## src/verilog/anchor_pkg.sv

```systemverilog
package anchor_pkg;

  // octree shape
  localparam int tree_levels = 5;
  localparam int child_num   = 8;
  localparam int log_child   = 3;
  localparam int level_w     = 3;

  // level field on top, then one offset field per level, offset 0 highest
  localparam int pos_w = level_w + tree_levels * log_child;

  // total sibling groups over all levels, (8^5 - 1) / 7
  localparam int group_num = ((1 << (log_child * tree_levels)) - 1) / (child_num - 1);
  localparam int group_w   = $clog2(group_num);

  // sram word and lane layout
  localparam int data_w         = 64;
  localparam int addr_w         = 20;
  localparam int lane_w         = 16;
  localparam int lanes_per_word = data_w / lane_w;
  localparam int lane_sel_w     = $clog2(lanes_per_word);

  // memory map in words
  localparam int tree_base    = 0;
  localparam int feature_base = 8192;

  typedef enum logic {
    op_add = 1'b0,
    op_del = 1'b1
  } cmd_op_e;

endpackage

```

## src/verilog/node_addr_calc.sv

```systemverilog
`timescale 1ns/10ps
module node_addr_calc (
  input  logic [anchor_pkg::pos_w-1:0]      calc_pos,
  input  logic [anchor_pkg::level_w-1:0]    calc_level,
  output logic [anchor_pkg::addr_w-1:0]     word_addr,
  output logic [anchor_pkg::lane_sel_w-1:0] lane,
  output logic [anchor_pkg::log_child-1:0]  slot,
  output logic [anchor_pkg::group_w-1:0]    group_idx
);
  import anchor_pkg::*;

  // msb of offset field 0 sits just below the level field
  localparam int field_top = pos_w - level_w;

  logic [group_w-1:0]   level_base;
  logic [group_w-1:0]   path_num;
  logic [log_child-1:0] field;

  always_comb begin
    level_base = '0;
    path_num   = '0;
    slot       = '0;
    field      = '0;
    for (int i = 0; i < tree_levels; i++) begin
      field = calc_pos[field_top - 1 - i * log_child -: log_child];
      if (i < int'(calc_level)) begin
        // parent path read as a base-8 number
        path_num   = group_w'(int'(path_num) * child_num + int'(field));
        // level base grows as 0, 1, 9, 73, 585
        level_base = group_w'(int'(level_base) * child_num + 1);
      end else if (i == int'(calc_level)) begin
        slot = field;
      end
    end
  end

  assign group_idx = level_base + path_num;
  assign word_addr = addr_w'(tree_base) + addr_w'(int'(group_idx) / lanes_per_word);
  assign lane      = lane_sel_w'(int'(group_idx) % lanes_per_word);

endmodule

```

## src/verilog/tree_walker.sv

```systemverilog
`timescale 1ns/10ps
module tree_walker (
  input  logic                              clk,
  input  logic                              rst_n,
  input  logic                              walk_start,
  input  anchor_pkg::cmd_op_e               walk_op,
  input  logic [anchor_pkg::pos_w-1:0]      walk_pos,
  output logic                              walk_busy,
  output logic [anchor_pkg::pos_w-1:0]      calc_pos,
  output logic [anchor_pkg::level_w-1:0]    calc_level,
  input  logic [anchor_pkg::addr_w-1:0]     word_addr,
  input  logic [anchor_pkg::lane_sel_w-1:0] lane,
  input  logic [anchor_pkg::log_child-1:0]  slot,
  output logic                              wk_cen_n,
  output logic                              wk_gwen_n,
  output logic [anchor_pkg::addr_w-1:0]     wk_a,
  output logic [anchor_pkg::data_w-1:0]     wk_d,
  input  logic [anchor_pkg::data_w-1:0]     mem_q
);
  import anchor_pkg::*;

  localparam int sel_w = $clog2(data_w);

  typedef enum logic [1:0] {
    w_idle,
    w_read,
    w_write
  } walk_state_e;

  walk_state_e          state;
  cmd_op_e              op_q;
  logic [pos_w-1:0]     pos_q;
  logic [level_w-1:0]   level_q;
  logic                 self_q;
  logic [sel_w-1:0]     bit_sel;
  logic [data_w-1:0]    bit_mask;
  logic [data_w-1:0]    new_word;
  logic [lane_w-1:0]    old_lane;
  logic [lane_w-1:0]    new_lane;
  logic                 go_up;

  // show the new node to the calculator in the start cycle
  assign calc_pos   = walk_start ? walk_pos : pos_q;
  assign calc_level = walk_start ? walk_pos[pos_w-1 -: level_w] : level_q;

  always_comb begin
    // self bit is the odd one of the slot pair
    bit_sel  = sel_w'(int'(lane) * lane_w + int'(slot) * 2 + int'(self_q));
    bit_mask = data_w'(1) << bit_sel;
    if (op_q == op_add) begin
      new_word = mem_q | bit_mask;
    end else begin
      new_word = mem_q & ~bit_mask;
    end
    old_lane = mem_q[int'(lane) * lane_w +: lane_w];
    new_lane = new_word[int'(lane) * lane_w +: lane_w];
    // add climbs when the group was empty, delete when it became empty
    if (level_q == '0) begin
      go_up = 1'b0;
    end else if (op_q == op_add) begin
      go_up = (old_lane == '0);
    end else begin
      go_up = (new_lane == '0);
    end
  end

  assign walk_busy = (state != w_idle);
  assign wk_cen_n  = (state == w_idle);
  assign wk_gwen_n = (state != w_write);
  assign wk_a      = word_addr;
  assign wk_d      = new_word;

  always_ff @(posedge clk or negedge rst_n) begin
    if (!rst_n) begin
      state   <= w_idle;
      op_q    <= op_add;
      level_q <= '0;
      self_q  <= 1'b0;
    end else begin
      case (state)
        w_idle: begin
          if (walk_start) begin
            op_q    <= walk_op;
            level_q <= walk_pos[pos_w-1 -: level_w];
            self_q  <= 1'b1;
            state   <= w_read;
          end
        end
        w_read: begin
          state <= w_write;
        end
        w_write: begin
          if (go_up) begin
            // ancestors only get their child bit
            level_q <= level_q - 1'b1;
            self_q  <= 1'b0;
            state   <= w_read;
          end else begin
            state <= w_idle;
          end
        end
        default: begin
          state <= w_idle;
        end
      endcase
    end
  end

  always_ff @(posedge clk) begin
    if (walk_start && state == w_idle) begin
      pos_q <= walk_pos;
    end
  end

endmodule

```

## src/verilog/feature_buffer.sv

```systemverilog
`timescale 1ns/10ps
module feature_buffer #(
  parameter int feature_len = 9,
  localparam int idx_w = $clog2(feature_len + 1)
) (
  input  logic                          clk,
  input  logic                          rst_n,
  input  logic                          feat_valid,
  output logic                          feat_ready,
  input  logic [anchor_pkg::data_w-1:0] feat_data,
  input  logic                          buf_clear,
  output logic                          buf_full,
  input  logic [idx_w-1:0]              rd_idx,
  output logic [anchor_pkg::data_w-1:0] rd_data,
  input  logic                          armed
);
  import anchor_pkg::*;

  logic [data_w-1:0] words [feature_len];
  logic [idx_w-1:0]  wr_cnt;
  logic              beat;

  assign feat_ready = armed && !buf_full;
  assign beat       = feat_valid && feat_ready;
  assign rd_data    = words[rd_idx];

  always_ff @(posedge clk or negedge rst_n) begin
    if (!rst_n) begin
      wr_cnt   <= '0;
      buf_full <= 1'b0;
    end else if (buf_clear) begin
      wr_cnt   <= '0;
      buf_full <= 1'b0;
    end else if (beat) begin
      wr_cnt <= wr_cnt + 1'b1;
      // full goes high right after the last beat
      buf_full <= (wr_cnt == idx_w'(feature_len - 1));
    end
  end

  always_ff @(posedge clk) begin
    if (beat) begin
      words[wr_cnt] <= feat_data;
    end
  end

endmodule

```

## src/verilog/update_ctrl.sv

```systemverilog
`timescale 1ns/10ps
module update_ctrl #(
  parameter int feature_len = 9,
  localparam int idx_w = $clog2(feature_len + 1)
) (
  input  logic                             clk,
  input  logic                             rst_n,
  input  logic                             cmd_valid,
  output logic                             cmd_ready,
  input  anchor_pkg::cmd_op_e              cmd_op,
  input  logic [anchor_pkg::pos_w-1:0]     cmd_pos,
  output logic                             done,
  output anchor_pkg::cmd_op_e              done_op,
  output logic                             mem_cen_n,
  output logic                             mem_gwen_n,
  output logic [anchor_pkg::addr_w-1:0]    mem_a,
  output logic [anchor_pkg::data_w-1:0]    mem_d,
  output logic                             walk_start,
  output anchor_pkg::cmd_op_e              walk_op,
  output logic [anchor_pkg::pos_w-1:0]     walk_pos,
  input  logic                             walk_busy,
  input  logic                             wk_cen_n,
  input  logic                             wk_gwen_n,
  input  logic [anchor_pkg::addr_w-1:0]    wk_a,
  input  logic [anchor_pkg::data_w-1:0]    wk_d,
  input  logic                             buf_full,
  output logic                             buf_clear,
  output logic                             armed,
  output logic [idx_w-1:0]                 rd_idx,
  input  logic [anchor_pkg::data_w-1:0]    rd_data,
  input  logic [anchor_pkg::group_w-1:0]   feat_group,
  input  logic [anchor_pkg::log_child-1:0] feat_slot
);
  import anchor_pkg::*;

  typedef enum logic [2:0] {
    s_idle,
    s_walk,
    s_wait_features,
    s_write_features,
    s_finish
  } ctrl_state_e;

  ctrl_state_e          state;
  cmd_op_e              op_q;
  logic [group_w-1:0]   group_q;
  logic [log_child-1:0] slot_q;
  logic                 accept;
  logic                 walk_end;
  logic                 last_word;
  logic [addr_w-1:0]    feat_addr;

  assign accept     = cmd_valid && cmd_ready;
  assign walk_start = accept;
  assign walk_op    = cmd_op;
  assign walk_pos   = cmd_pos;

  assign walk_end  = (state == s_walk) && !walk_busy;
  assign last_word = (rd_idx == idx_w'(feature_len - 1));

  // a delete finishes as soon as the walker drops busy
  assign done      = (state == s_finish) || (walk_end && op_q == op_del);
  assign done_op   = op_q;
  assign buf_clear = (state == s_finish);

  // feature slot of the node, one run of feature_len words per child
  assign feat_addr = addr_w'(feature_base)
                   + (addr_w'(group_q) * addr_w'(child_num) + addr_w'(slot_q))
                     * addr_w'(feature_len)
                   + addr_w'(rd_idx);

  always_ff @(posedge clk or negedge rst_n) begin
    if (!rst_n) begin
      state     <= s_idle;
      op_q      <= op_add;
      cmd_ready <= 1'b0;
      armed     <= 1'b0;
      rd_idx    <= '0;
    end else begin
      if (accept) begin
        cmd_ready <= 1'b0;
      end else if (done || state == s_idle) begin
        cmd_ready <= 1'b1;
      end

      if (accept && cmd_op == op_add) begin
        armed <= 1'b1;
      end else if (buf_full) begin
        armed <= 1'b0;
      end

      case (state)
        s_idle: begin
          if (accept) begin
            op_q  <= cmd_op;
            state <= s_walk;
          end
        end
        s_walk: begin
          if (!walk_busy) begin
            if (op_q == op_add) begin
              state <= buf_full ? s_write_features : s_wait_features;
            end else begin
              state <= s_idle;
            end
          end
        end
        s_wait_features: begin
          // sram stays idle until the last feature word is in
          if (buf_full) begin
            state <= s_write_features;
          end
        end
        s_write_features: begin
          if (last_word) begin
            rd_idx <= '0;
            state  <= s_finish;
          end else begin
            rd_idx <= rd_idx + 1'b1;
          end
        end
        s_finish: begin
          state <= s_idle;
        end
        default: begin
          state <= s_idle;
        end
      endcase
    end
  end

  // node location is valid on the calculator in the accept cycle
  always_ff @(posedge clk) begin
    if (accept) begin
      group_q <= feat_group;
      slot_q  <= feat_slot;
    end
  end

  // single sram port, walker and feature writer never overlap
  always_comb begin
    case (state)
      s_walk: begin
        mem_cen_n  = wk_cen_n;
        mem_gwen_n = wk_gwen_n;
        mem_a      = wk_a;
        mem_d      = wk_d;
      end
      s_write_features: begin
        mem_cen_n  = 1'b0;
        mem_gwen_n = 1'b0;
        mem_a      = feat_addr;
        mem_d      = rd_data;
      end
      default: begin
        mem_cen_n  = 1'b1;
        mem_gwen_n = 1'b1;
        mem_a      = '0;
        mem_d      = '0;
      end
    endcase
  end

endmodule

```

## src/verilog/anchor_updater.sv

```systemverilog
`timescale 1ns/10ps
module anchor_updater #(
  parameter int feature_len = 9
) (
  input  logic                          clk,
  input  logic                          rst_n,
  input  logic                          cmd_valid,
  output logic                          cmd_ready,
  input  anchor_pkg::cmd_op_e           cmd_op,
  input  logic [anchor_pkg::pos_w-1:0]  cmd_pos,
  input  logic                          feat_valid,
  output logic                          feat_ready,
  input  logic [anchor_pkg::data_w-1:0] feat_data,
  output logic                          done,
  output anchor_pkg::cmd_op_e           done_op,
  output logic                          mem_cen_n,
  output logic                          mem_gwen_n,
  output logic [anchor_pkg::addr_w-1:0] mem_a,
  output logic [anchor_pkg::data_w-1:0] mem_d,
  input  logic [anchor_pkg::data_w-1:0] mem_q
);
  import anchor_pkg::*;

  localparam int idx_w = $clog2(feature_len + 1);

  // controller to walker
  logic                 walk_start;
  cmd_op_e              walk_op;
  logic [pos_w-1:0]     walk_pos;
  logic                 walk_busy;
  logic                 wk_cen_n;
  logic                 wk_gwen_n;
  logic [addr_w-1:0]    wk_a;
  logic [data_w-1:0]    wk_d;

  // walker to address calculator
  logic [pos_w-1:0]      calc_pos;
  logic [level_w-1:0]    calc_level;
  logic [addr_w-1:0]     word_addr;
  logic [lane_sel_w-1:0] lane;
  logic [log_child-1:0]  slot;
  logic [group_w-1:0]    group_idx;

  // feature buffer
  logic                 buf_full;
  logic                 buf_clear;
  logic                 armed;
  logic [idx_w-1:0]     rd_idx;
  logic [data_w-1:0]    rd_data;

  update_ctrl #(
    .feature_len(feature_len)
  ) u_update_ctrl (
    .clk       (clk),
    .rst_n     (rst_n),
    .cmd_valid (cmd_valid),
    .cmd_ready (cmd_ready),
    .cmd_op    (cmd_op),
    .cmd_pos   (cmd_pos),
    .done      (done),
    .done_op   (done_op),
    .mem_cen_n (mem_cen_n),
    .mem_gwen_n(mem_gwen_n),
    .mem_a     (mem_a),
    .mem_d     (mem_d),
    .walk_start(walk_start),
    .walk_op   (walk_op),
    .walk_pos  (walk_pos),
    .walk_busy (walk_busy),
    .wk_cen_n  (wk_cen_n),
    .wk_gwen_n (wk_gwen_n),
    .wk_a      (wk_a),
    .wk_d      (wk_d),
    .buf_full  (buf_full),
    .buf_clear (buf_clear),
    .armed     (armed),
    .rd_idx    (rd_idx),
    .rd_data   (rd_data),
    .feat_group(group_idx),
    .feat_slot (slot)
  );

  tree_walker u_tree_walker (
    .clk       (clk),
    .rst_n     (rst_n),
    .walk_start(walk_start),
    .walk_op   (walk_op),
    .walk_pos  (walk_pos),
    .walk_busy (walk_busy),
    .calc_pos  (calc_pos),
    .calc_level(calc_level),
    .word_addr (word_addr),
    .lane      (lane),
    .slot      (slot),
    .wk_cen_n  (wk_cen_n),
    .wk_gwen_n (wk_gwen_n),
    .wk_a      (wk_a),
    .wk_d      (wk_d),
    .mem_q     (mem_q)
  );

  node_addr_calc u_node_addr_calc (
    .calc_pos  (calc_pos),
    .calc_level(calc_level),
    .word_addr (word_addr),
    .lane      (lane),
    .slot      (slot),
    .group_idx (group_idx)
  );

  feature_buffer #(
    .feature_len(feature_len)
  ) u_feature_buffer (
    .clk       (clk),
    .rst_n     (rst_n),
    .feat_valid(feat_valid),
    .feat_ready(feat_ready),
    .feat_data (feat_data),
    .buf_clear (buf_clear),
    .buf_full  (buf_full),
    .rd_idx    (rd_idx),
    .rd_data   (rd_data),
    .armed     (armed)
  );

endmodule

```

## config.mk

```make
export PLATFORM = sky130hd
export DESIGN_NAME = anchor_updater
export DESIGN_NICKNAME = d
export VERILOG_FILES = /design/src/verilog/anchor_pkg.sv /design/src/verilog/node_addr_calc.sv /design/src/verilog/tree_walker.sv /design/src/verilog/feature_buffer.sv /design/src/verilog/update_ctrl.sv /design/src/verilog/anchor_updater.sv
export SDC_FILE = /design/constraint.sdc
export NUM_CORES = 1
export LEC_CHECK = 0
export ABC_AREA = 1
export BUFFER_PORTS_ARGS = -buffer_cell sky130_fd_sc_hd__buf_2
export CORE_UTILIZATION = 30
export CTS_CLUSTER_SIZE = 14
export DETAILED_ROUTE_END_ITERATION = 10
export MAX_ROUTING_LAYER = met4
export PLACE_DENSITY = 0.52
export SLEW_MARGIN = 10
export SYNTH_ARGS = -nofsm -noshare
export SYNTH_HDL_FRONTEND = slang
export SYNTH_HIERARCHICAL = 1
export SYNTH_SLANG_ARGS = --single-unit
export TNS_END_PERCENT = 10
```

## constraint.sdc

```tcl
create_clock -name clk -period 5.9 [get_ports clk]
set_input_delay 1.18 -clock clk [delete_from_list [all_inputs] [get_ports clk]]
set_output_delay 1.18 -clock clk [all_outputs]
set_load 0.02 [all_outputs]
```

==> flow_results.xml, run 1 <==
<?xml version="1.0" encoding="UTF-8"?>
<metrics>
  <group name="worst_setup_path">
    <metric name="rr_worst_depth" unit="">24</metric>
    <metric name="worst_r2r_startpoint" unit="">u_update_ctrl/cmd_ready</metric>
    <metric name="regToRegSetupSlack" unit="ns">1.15</metric>
    <metric name="critical_path_class" unit="">primary input to output pin</metric>
    <metric name="arrival" unit="ns">4.52</metric>
    <metric name="cp_top_family" unit="">buffers and inverters</metric>
    <metric name="critPathRequiredTime" unit="ns">4.72</metric>
    <metric name="critical_path_peak_fanout" unit="">60</metric>
    <metric name="critical_path_endpoint_category" unit="">output pin</metric>
    <metric name="cp_num_buf_inv" unit="">7</metric>
    <metric name="critical_path.max_stage_delay" unit="ns">0.41</metric>
    <metric name="worstPathCellList" unit="">buf_2 &gt; nand2_1 &gt; inv_2 &gt; buf_4 &gt; nand2_1 &gt; o21ai_2 &gt; a21oi_4 &gt; inv_2 &gt; o21ai_0 &gt; o221ai_1 &gt; ha_2 &gt; ha_2 &gt; buf_12 &gt; nand4_1 &gt; nand2_1 &gt; inv_1 &gt; a22o_1 &gt; buf_2</metric>
    <metric name="cp_launch_type" unit="">primary input</metric>
    <metric name="crit_path_most_repeated_cell" unit="">sky130_fd_sc_hd__nand2_1</metric>
    <metric name="destination_of_the_worst_register_to_register_timing_path" unit="">u_tree_walker/level_q[2]</metric>
    <metric name="timing.critical_path.slowest_stage_cell" unit="">sky130_fd_sc_hd__ha_2</metric>
  </group>
  <group name="global_route">
    <metric name="grt_use_met3" unit="">0.0409</metric>
    <metric name="antenna_violations_before_repair" unit="">27</metric>
    <metric name="gr-max-usage-layer" unit="">met2</metric>
    <metric name="global_route.usage.met1" unit="">0.261</metric>
    <metric name="grt_overflow" unit="">0</metric>
    <metric name="grt_util_all_layers" unit="">0.196</metric>
    <metric name="grt_pass1_vias" unit="">23100</metric>
    <metric name="grt_start_max_net_pins" unit="">176</metric>
    <metric name="grt_pass1_wl" unit="mm">155</metric>
    <metric name="globalRouteMet2Util" unit="">0.296</metric>
  </group>
  <group name="floorplan">
    <metric name="die_area" unit="mm2">0.110</metric>
    <metric name="core" unit="mm2">0.108</metric>
    <metric name="die_width" unit="um">332</metric>
    <metric name="initial_utilization" unit="">0.304</metric>
    <metric name="std_cell_rows" unit="">120</metric>
    <metric name="vertical_die_dimension" unit="um">332</metric>
    <metric name="num_io_pins" unit="">241</metric>
  </group>
  <group name="clock_tree">
    <metric name="cts.path.max_buffers" unit="">3</metric>
    <metric name="clock_tree_from_tritoncts" unit="">done</metric>
    <metric name="worst_skew_pair.late_latency" unit="ns">0.66</metric>
    <metric name="clock_transition_at_path_regs" unit="ns">0.05</metric>
    <metric name="cts-buffers-inserted" unit="">74</metric>
    <metric name="clock-sinks" unit="">629</metric>
    <metric name="cts-hold-fix-buffers" unit="">0</metric>
    <metric name="ctsRootBufferMaster" unit="">sky130_fd_sc_hd__clkbuf_16</metric>
    <metric name="cts_max_level" unit="">3</metric>
  </group>
  <group name="place">
    <metric name="gpl.final_weighted_congestion" unit="">0.887</metric>
    <metric name="dp_hpwl" unit="mm">66.6</metric>
    <metric name="detailed_place.area" unit="mm2">0.0351</metric>
    <metric name="io_buffers" unit="">240</metric>
  </group>
  <group name="worst_hold_path">
    <metric name="timing.hold.worst_endpoint" unit="">u_tree_walker/state[1]</metric>
    <metric name="worstHoldPathType" unit="">flip-flop to flip-flop</metric>
    <metric name="min_path_cells" unit="">1</metric>
    <metric name="min-delay-start" unit="">u_tree_walker/state[1]</metric>
  </group>
  <group name="routing">
    <metric name="antenna_violating_nets_post_route" unit="">0</metric>
    <metric name="dr.pass1.iters" unit="">6</metric>
    <metric name="via_count" unit="">25100</metric>
    <metric name="route.detailed.drc" unit="">0</metric>
    <metric name="via_to_cell_ratio" unit="">4.81</metric>
    <metric name="postRouteWirelength" unit="mm">107</metric>
    <metric name="drt_iter0_drc" unit="">2377</metric>
    <metric name="routed_wire_length_per_instance" unit="um">20.5</metric>
  </group>
  <group name="run">
    <metric name="number_of_max_cap_violations" unit="">0</metric>
  </group>
  <group name="power_and_ir_drop">
    <metric name="power_per_cell_area" unit="mW/mm2">553</metric>
    <metric name="cellLeakagePower" unit="nW">16.6</metric>
    <metric name="ir_worst_vdd" unit="V">0.000579</metric>
  </group>
  <group name="synthesis">
    <metric name="synthesized_area_per_cell" unit="um2">9.17</metric>
    <metric name="syn_area" unit="mm2">0.0327</metric>
    <metric name="netlist_instances" unit="">3562</metric>
    <metric name="yosysWarningCount" unit="">6</metric>
  </group>
  <group name="finish">
    <metric name="fin_nets" unit="">3960</metric>
    <metric name="area_grow_syn2layout" unit="%">14.9</metric>
    <metric name="final_layout_size_suffix_gt1_frac" unit="">0.139</metric>
    <metric name="stdcell_area" unit="mm2">0.0375</metric>
  </group>
  <group name="sta">
    <metric name="hold_viol_final" unit="">0</metric>
    <metric name="final.setup.tns" unit="ns">0</metric>
    <metric name="finalSetupViolCount" unit="">0</metric>
    <metric name="min_period" unit="ns">5.70</metric>
    <metric name="maxSlewViolCount" unit="">0</metric>
    <metric name="slew_margin_rel" unit="">0.198</metric>
    <metric name="fin_worst_skew" unit="ns">0.0666</metric>
    <metric name="rsz0062_at_grt" unit="">false</metric>
    <metric name="max_freq" unit="GHz">0.175</metric>
    <metric name="tightest_slew" unit="ns">1.20</metric>
    <metric name="fin_crit_sh" unit="">0.966</metric>
  </group>
  <group name="outcome">
    <metric name="outcome" unit="">completed</metric>
  </group>
</metrics>
## what timing repair did
action                                 4_1_cts  5_1_grt
setup endpoints to repair                    0       29
endpoints found under the hold margin        0        0
gates resized for setup                      0       11
setup buffers                                0        3
## report_power, final
| part | total (mW) | switching (mW) | leakage, nW | internal, mW |
|---|---|---|---|---|
| combinational | 10.7 | 7.58 | 9.72 | 3.12 |
| sequential | 5.63 | 0.246 | 5.75 | 5.38 |
| clock | 4.43 | 1.89 | 1.12 | 2.55 |
| total | 20.8 | 9.71 | 16.6 | 11.0 |
## sequential cells by signal, indices dropped and copies added, names as in the netlist
name,count
u_feature_buffer/wr_cnt,4
u_update_ctrl/done_op,1
u_update_ctrl/group_q,13
u_feature_buffer/buf_full,1
u_update_ctrl/rd_idx,4
u_update_ctrl/slot_q,3
u_tree_walker/state,2
u_tree_walker/op_q,1
u_update_ctrl/state,3
u_tree_walker/pos_q,15
u_update_ctrl/cmd_ready,1
u_update_ctrl/armed,1
u_tree_walker/self_q,1
u_feature_buffer/words,576
u_tree_walker/level_q,3
## cells in the final DEF (no fill, tap or decap), drive strengths merged, types with 7 or more instances in the layout
master and instances:
nand2 1161, edfxtp 607, inv 557, nand3 526, buf 337, nor2 109
clkbuf 93, a22o 66, o21ai 63, nand4 57, ha 55, clkinv 33
nor3 24, a21oi 23, dfrtp 22, diode 17, o211ai 11, nor4 10
conb 9, o22ai 7
## cell type report
| type | count | area [um2] |
|---|---|---|
| Antenna cell | 17 | 42.5 |
| Multi-Input combinational cell | 2149 | 10400 |
| Tap cell | 1403 | 1760 |
| Clock buffer | 93 | 1970 |
| Timing Repair Buffer | 337 | 2130 |
| Sequential cell | 629 | 18800 |
| Clock inverter | 37 | 353 |
| Fill cell | 11000 | 70000 |
| Inverter | 560 | 2120 |
## how the worst max path moves through the flow
stage	startpoint	end	slack, ns	depth (start not counted)
2_1_floorplan	feat_valid	u_feature_buffer/words[0][0]	-0.45	2
3_3_place_gp	cmd_valid	mem_d[43]	0.04	24
3_5_place_dp	cmd_valid	mem_d[24]	0.05	22
4_1_cts	cmd_valid	mem_d[43]	0.03	24
5_1_grt	cmd_valid	mem_d[13]	0.03	19
6_report	cmd_valid	mem_d[43]	0.20	18
## per-stage QoR
stage,worst slack (ns),utilization,std cells,power (mW),hold slack [ns]
2_1_floorplan,-0.447,-,3570,13.0,0.423
3_3_place_gp,0.0382,0.327,5075,16.2,0.444
3_5_place_dp,0.0475,0.327,5075,16.3,0.449
4_1_cts,0.0256,0.348,5205,20.7,0.461
5_1_grt,0.0263,0.349,5224,22.0,0.474
6_report,0.198,0.349,5225,20.8,0.454
## layer usage
metal	wire length (um)	part of all wire
met5	0	0
met4	3070	0.029
met3	8820	0.082
met2	48500	0.45
met1	47000	0.44
Note: power is estimated with default switching activity, not from simulation.
==> inputs of run 2 (changes only) <==
BUFFER_PORTS_ARGS = default   (was -buffer_cell sky130_fd_sc_hd__buf_2)
DONT_BUFFER_PORTS = 1   (was default)
PLACE_DENSITY = 0.5   (was 0.52)
==> run 2 against run 1 <==
Highest routed layer unchanged. Global-route usage is 0.21 points higher. Largest power group unchanged. Largest cell class unchanged. Worst hold slack worse by 0.22 ns. Critical endpoint is now mem_d[58]. Power decreased by 1.0%. Clock power rose by 4.7%. Sequential cell count stayed put. Cell count fell by 4.2%.
==> flow_results.xml, run 2 (same netlist as run 1, synthesis figures left out) <==
<?xml version="1.0" encoding="UTF-8"?>
<metrics>
  <group name="worst_setup_path">
    <metric name="rr_worst_depth" unit="">23</metric>
    <metric name="critical_path_class" unit="">primary input to output pin</metric>
    <metric name="critical_path_endpoint_category" unit="">output pin</metric>
    <metric name="critPathRequiredTime" unit="ns">4.72</metric>
    <metric name="critical_path_peak_fanout" unit="">28</metric>
    <metric name="cp_launch_type" unit="">primary input</metric>
    <metric name="arrival" unit="ns">4.47</metric>
    <metric name="regToRegSetupSlack" unit="ns">1.03</metric>
  </group>
  <group name="clock_tree">
    <metric name="clock_transition_at_path_regs" unit="ns">0.06</metric>
    <metric name="clock-sinks" unit="">629</metric>
    <metric name="cts-buffers-inserted" unit="">76</metric>
    <metric name="cts.path.max_buffers" unit="">3</metric>
    <metric name="cts_max_level" unit="">3</metric>
    <metric name="cts-hold-fix-buffers" unit="">0</metric>
    <metric name="ctsRootBufferMaster" unit="">sky130_fd_sc_hd__clkbuf_16</metric>
    <metric name="worst_skew_pair.late_latency" unit="ns">0.66</metric>
    <metric name="clock_tree_from_tritoncts" unit="">done</metric>
  </group>
  <group name="global_route">
    <metric name="grt_start_max_net_pins" unit="">198</metric>
    <metric name="grt_overflow" unit="">0</metric>
    <metric name="antenna_violations_before_repair" unit="">15</metric>
    <metric name="grt_util_all_layers" unit="">0.198</metric>
    <metric name="grt_pass1_wl" unit="mm">156</metric>
    <metric name="grt_pass1_vias" unit="">22600</metric>
  </group>
  <group name="finish">
    <metric name="largest_reg_flops" unit="">576</metric>
    <metric name="fin_nets" unit="">3732</metric>
    <metric name="final_layout_size_suffix_gt1_frac" unit="">0.0850</metric>
    <metric name="registers.top_by_ff_count" unit="">u_feature_buffer/words</metric>
    <metric name="layout_top_registers" unit="">u_feature_buffer/words: 576 flops, u_tree_walker/pos_q: 15 flops, u_update_ctrl/group_q: 13 flops</metric>
    <metric name="layout_commonest_cell" unit="">sky130_fd_sc_hd__nand2_1</metric>
    <metric name="mostFrequentLayoutCells" unit="">1148 x sky130_fd_sc_hd__nand2_1, 607 x sky130_fd_sc_hd__edfxtp_1, 529 x sky130_fd_sc_hd__inv_1</metric>
    <metric name="stdcell_area" unit="mm2">0.0366</metric>
    <metric name="area_grow_syn2layout" unit="%">11.9</metric>
  </group>
  <group name="floorplan">
    <metric name="die_area" unit="mm2">0.110</metric>
    <metric name="core" unit="mm2">0.108</metric>
    <metric name="die_width" unit="um">332</metric>
    <metric name="num_io_pins" unit="">241</metric>
    <metric name="std_cell_rows" unit="">120</metric>
    <metric name="initial_utilization" unit="">0.304</metric>
    <metric name="vertical_die_dimension" unit="um">332</metric>
  </group>
  <group name="power_and_ir_drop">
    <metric name="power_per_cell_area" unit="mW/mm2">562</metric>
    <metric name="ir_worst_vdd" unit="V">0.000469</metric>
    <metric name="fin_total_pwr" unit="mW">20.5</metric>
    <metric name="cellLeakagePower" unit="nW">15.7</metric>
  </group>
  <group name="sta">
    <metric name="maxSlewViolCount" unit="">0</metric>
    <metric name="tightest_slew" unit="ns">1.11</metric>
    <metric name="min_period" unit="ns">5.65</metric>
    <metric name="fin_crit_sh" unit="">0.957</metric>
    <metric name="rsz0062_at_grt" unit="">false</metric>
    <metric name="fin_worst_skew" unit="ns">0.0536</metric>
    <metric name="hold_viol_final" unit="">0</metric>
    <metric name="max_freq" unit="GHz">0.177</metric>
    <metric name="slew_margin_rel" unit="">0.261</metric>
    <metric name="finalSetupViolCount" unit="">0</metric>
  </group>
  <group name="place">
    <metric name="dp_hpwl" unit="mm">66.3</metric>
    <metric name="gpl.final_weighted_congestion" unit="">0.904</metric>
    <metric name="io_buffers" unit="">0</metric>
    <metric name="detailed_place.area" unit="mm2">0.0340</metric>
  </group>
  <group name="run">
    <metric name="number_of_max_cap_violations" unit="">0</metric>
  </group>
  <group name="routing">
    <metric name="antenna_violating_nets_post_route" unit="">0</metric>
    <metric name="via_count" unit="">24200</metric>
    <metric name="dr.pass1.iters" unit="">7</metric>
    <metric name="postRouteWirelength" unit="mm">108</metric>
    <metric name="via_to_cell_ratio" unit="">4.83</metric>
    <metric name="route.detailed.drc" unit="">0</metric>
    <metric name="drt_iter0_drc" unit="">1847</metric>
    <metric name="routed_wire_length_per_instance" unit="um">21.6</metric>
  </group>
  <group name="worst_hold_path">
    <metric name="worstHoldPathType" unit="">primary input to asynchronous set/reset pin</metric>
  </group>
  <group name="outcome">
    <metric name="outcome" unit="">completed</metric>
  </group>
</metrics>
## run 2: repair_timing
action                     CTS  global route
setup endpoints to repair    0            18
setup buffers                0             0
gates resized for setup      0             3
## run 2: routing by layer
metal,up-vias,wire (um),global-route usage
met3,164,9560,0.0523
met2,798,48500,0.300
met5,-,0,-
li1,11600,-,-
met4,0,3150,0.0657
met1,11600,46700,0.256
## run 2: power breakdown
| part | internal, mW | total, mW | leakage [nW] | switching [mW] |
|---|---|---|---|---|
| clock network | 2.72 | 4.64 | 1.18 | 1.92 |
| logic | 2.86 | 10.2 | 8.75 | 7.31 |
| registers | 5.38 | 5.74 | 5.75 | 0.358 |
## run 2: final cells by class
type                            count  area [um2]
Antenna cell                       26        65.1
Clock buffer                       93        2000
Clock inverter                     38         443
Fill cell                       11000       70900
Inverter                          560        2120
Multi-Input combinational cell   2149       10300
Sequential cell                   629       18800
Tap cell                         1403        1760
Timing Repair Buffer              107        1030
## run 2: critical path, cell delays in order
cell,delay (ns)
sky130_fd_sc_hd__nand2_1,0.08
sky130_fd_sc_hd__inv_2,0.18
sky130_fd_sc_hd__nand2_1,0.07
sky130_fd_sc_hd__o21ai_1,0.13
sky130_fd_sc_hd__buf_12,0.19
sky130_fd_sc_hd__nor2_4,0.05
sky130_fd_sc_hd__nand2_1,0.09
sky130_fd_sc_hd__o22ai_1,0.09
sky130_fd_sc_hd__o21ai_0,0.26
sky130_fd_sc_hd__o221ai_1,0.19
sky130_fd_sc_hd__ha_2,0.42
sky130_fd_sc_hd__buf_4,0.32
sky130_fd_sc_hd__buf_6,0.28
sky130_fd_sc_hd__nand3_1,0.28
sky130_fd_sc_hd__o21ai_1,0.32
sky130_fd_sc_hd__a22o_1,0.31
## run 2: final timing paths
check	startpoint	endpoint
setup / recovery	cmd_valid	mem_d[58]
hold / removal	rst_n	u_feature_buffer/wr_cnt[2]
setup reg to reg	u_update_ctrl/cmd_ready	u_tree_walker/level_q[1]
max in group asynchronous	rst_n	u_update_ctrl/rd_idx[0]
hold reg to reg	u_tree_walker/state[1]	u_tree_walker/state[1]
min in group clk	u_tree_walker/state[1]	u_tree_walker/state[1]
## run 2: through the flow
step | worst slack [ns] | TNS, ns | hold slack [ns] | utilization | cells
finish | 0.251 | 0 | 0.238 | 0.340 | 5005
CTS | 0.102 | 0 | 0.199 | 0.339 | 4979
floorplan | -0.447 | -172.61 | 0.423 | - | 3570
detailed placement | 0.154 | 0 | 0.439 | 0.317 | 4848
global placement | 0.158 | 0 | 0.436 | 0.317 | 4848
global route | 0.0270 | 0 | 0.212 | 0.340 | 5003
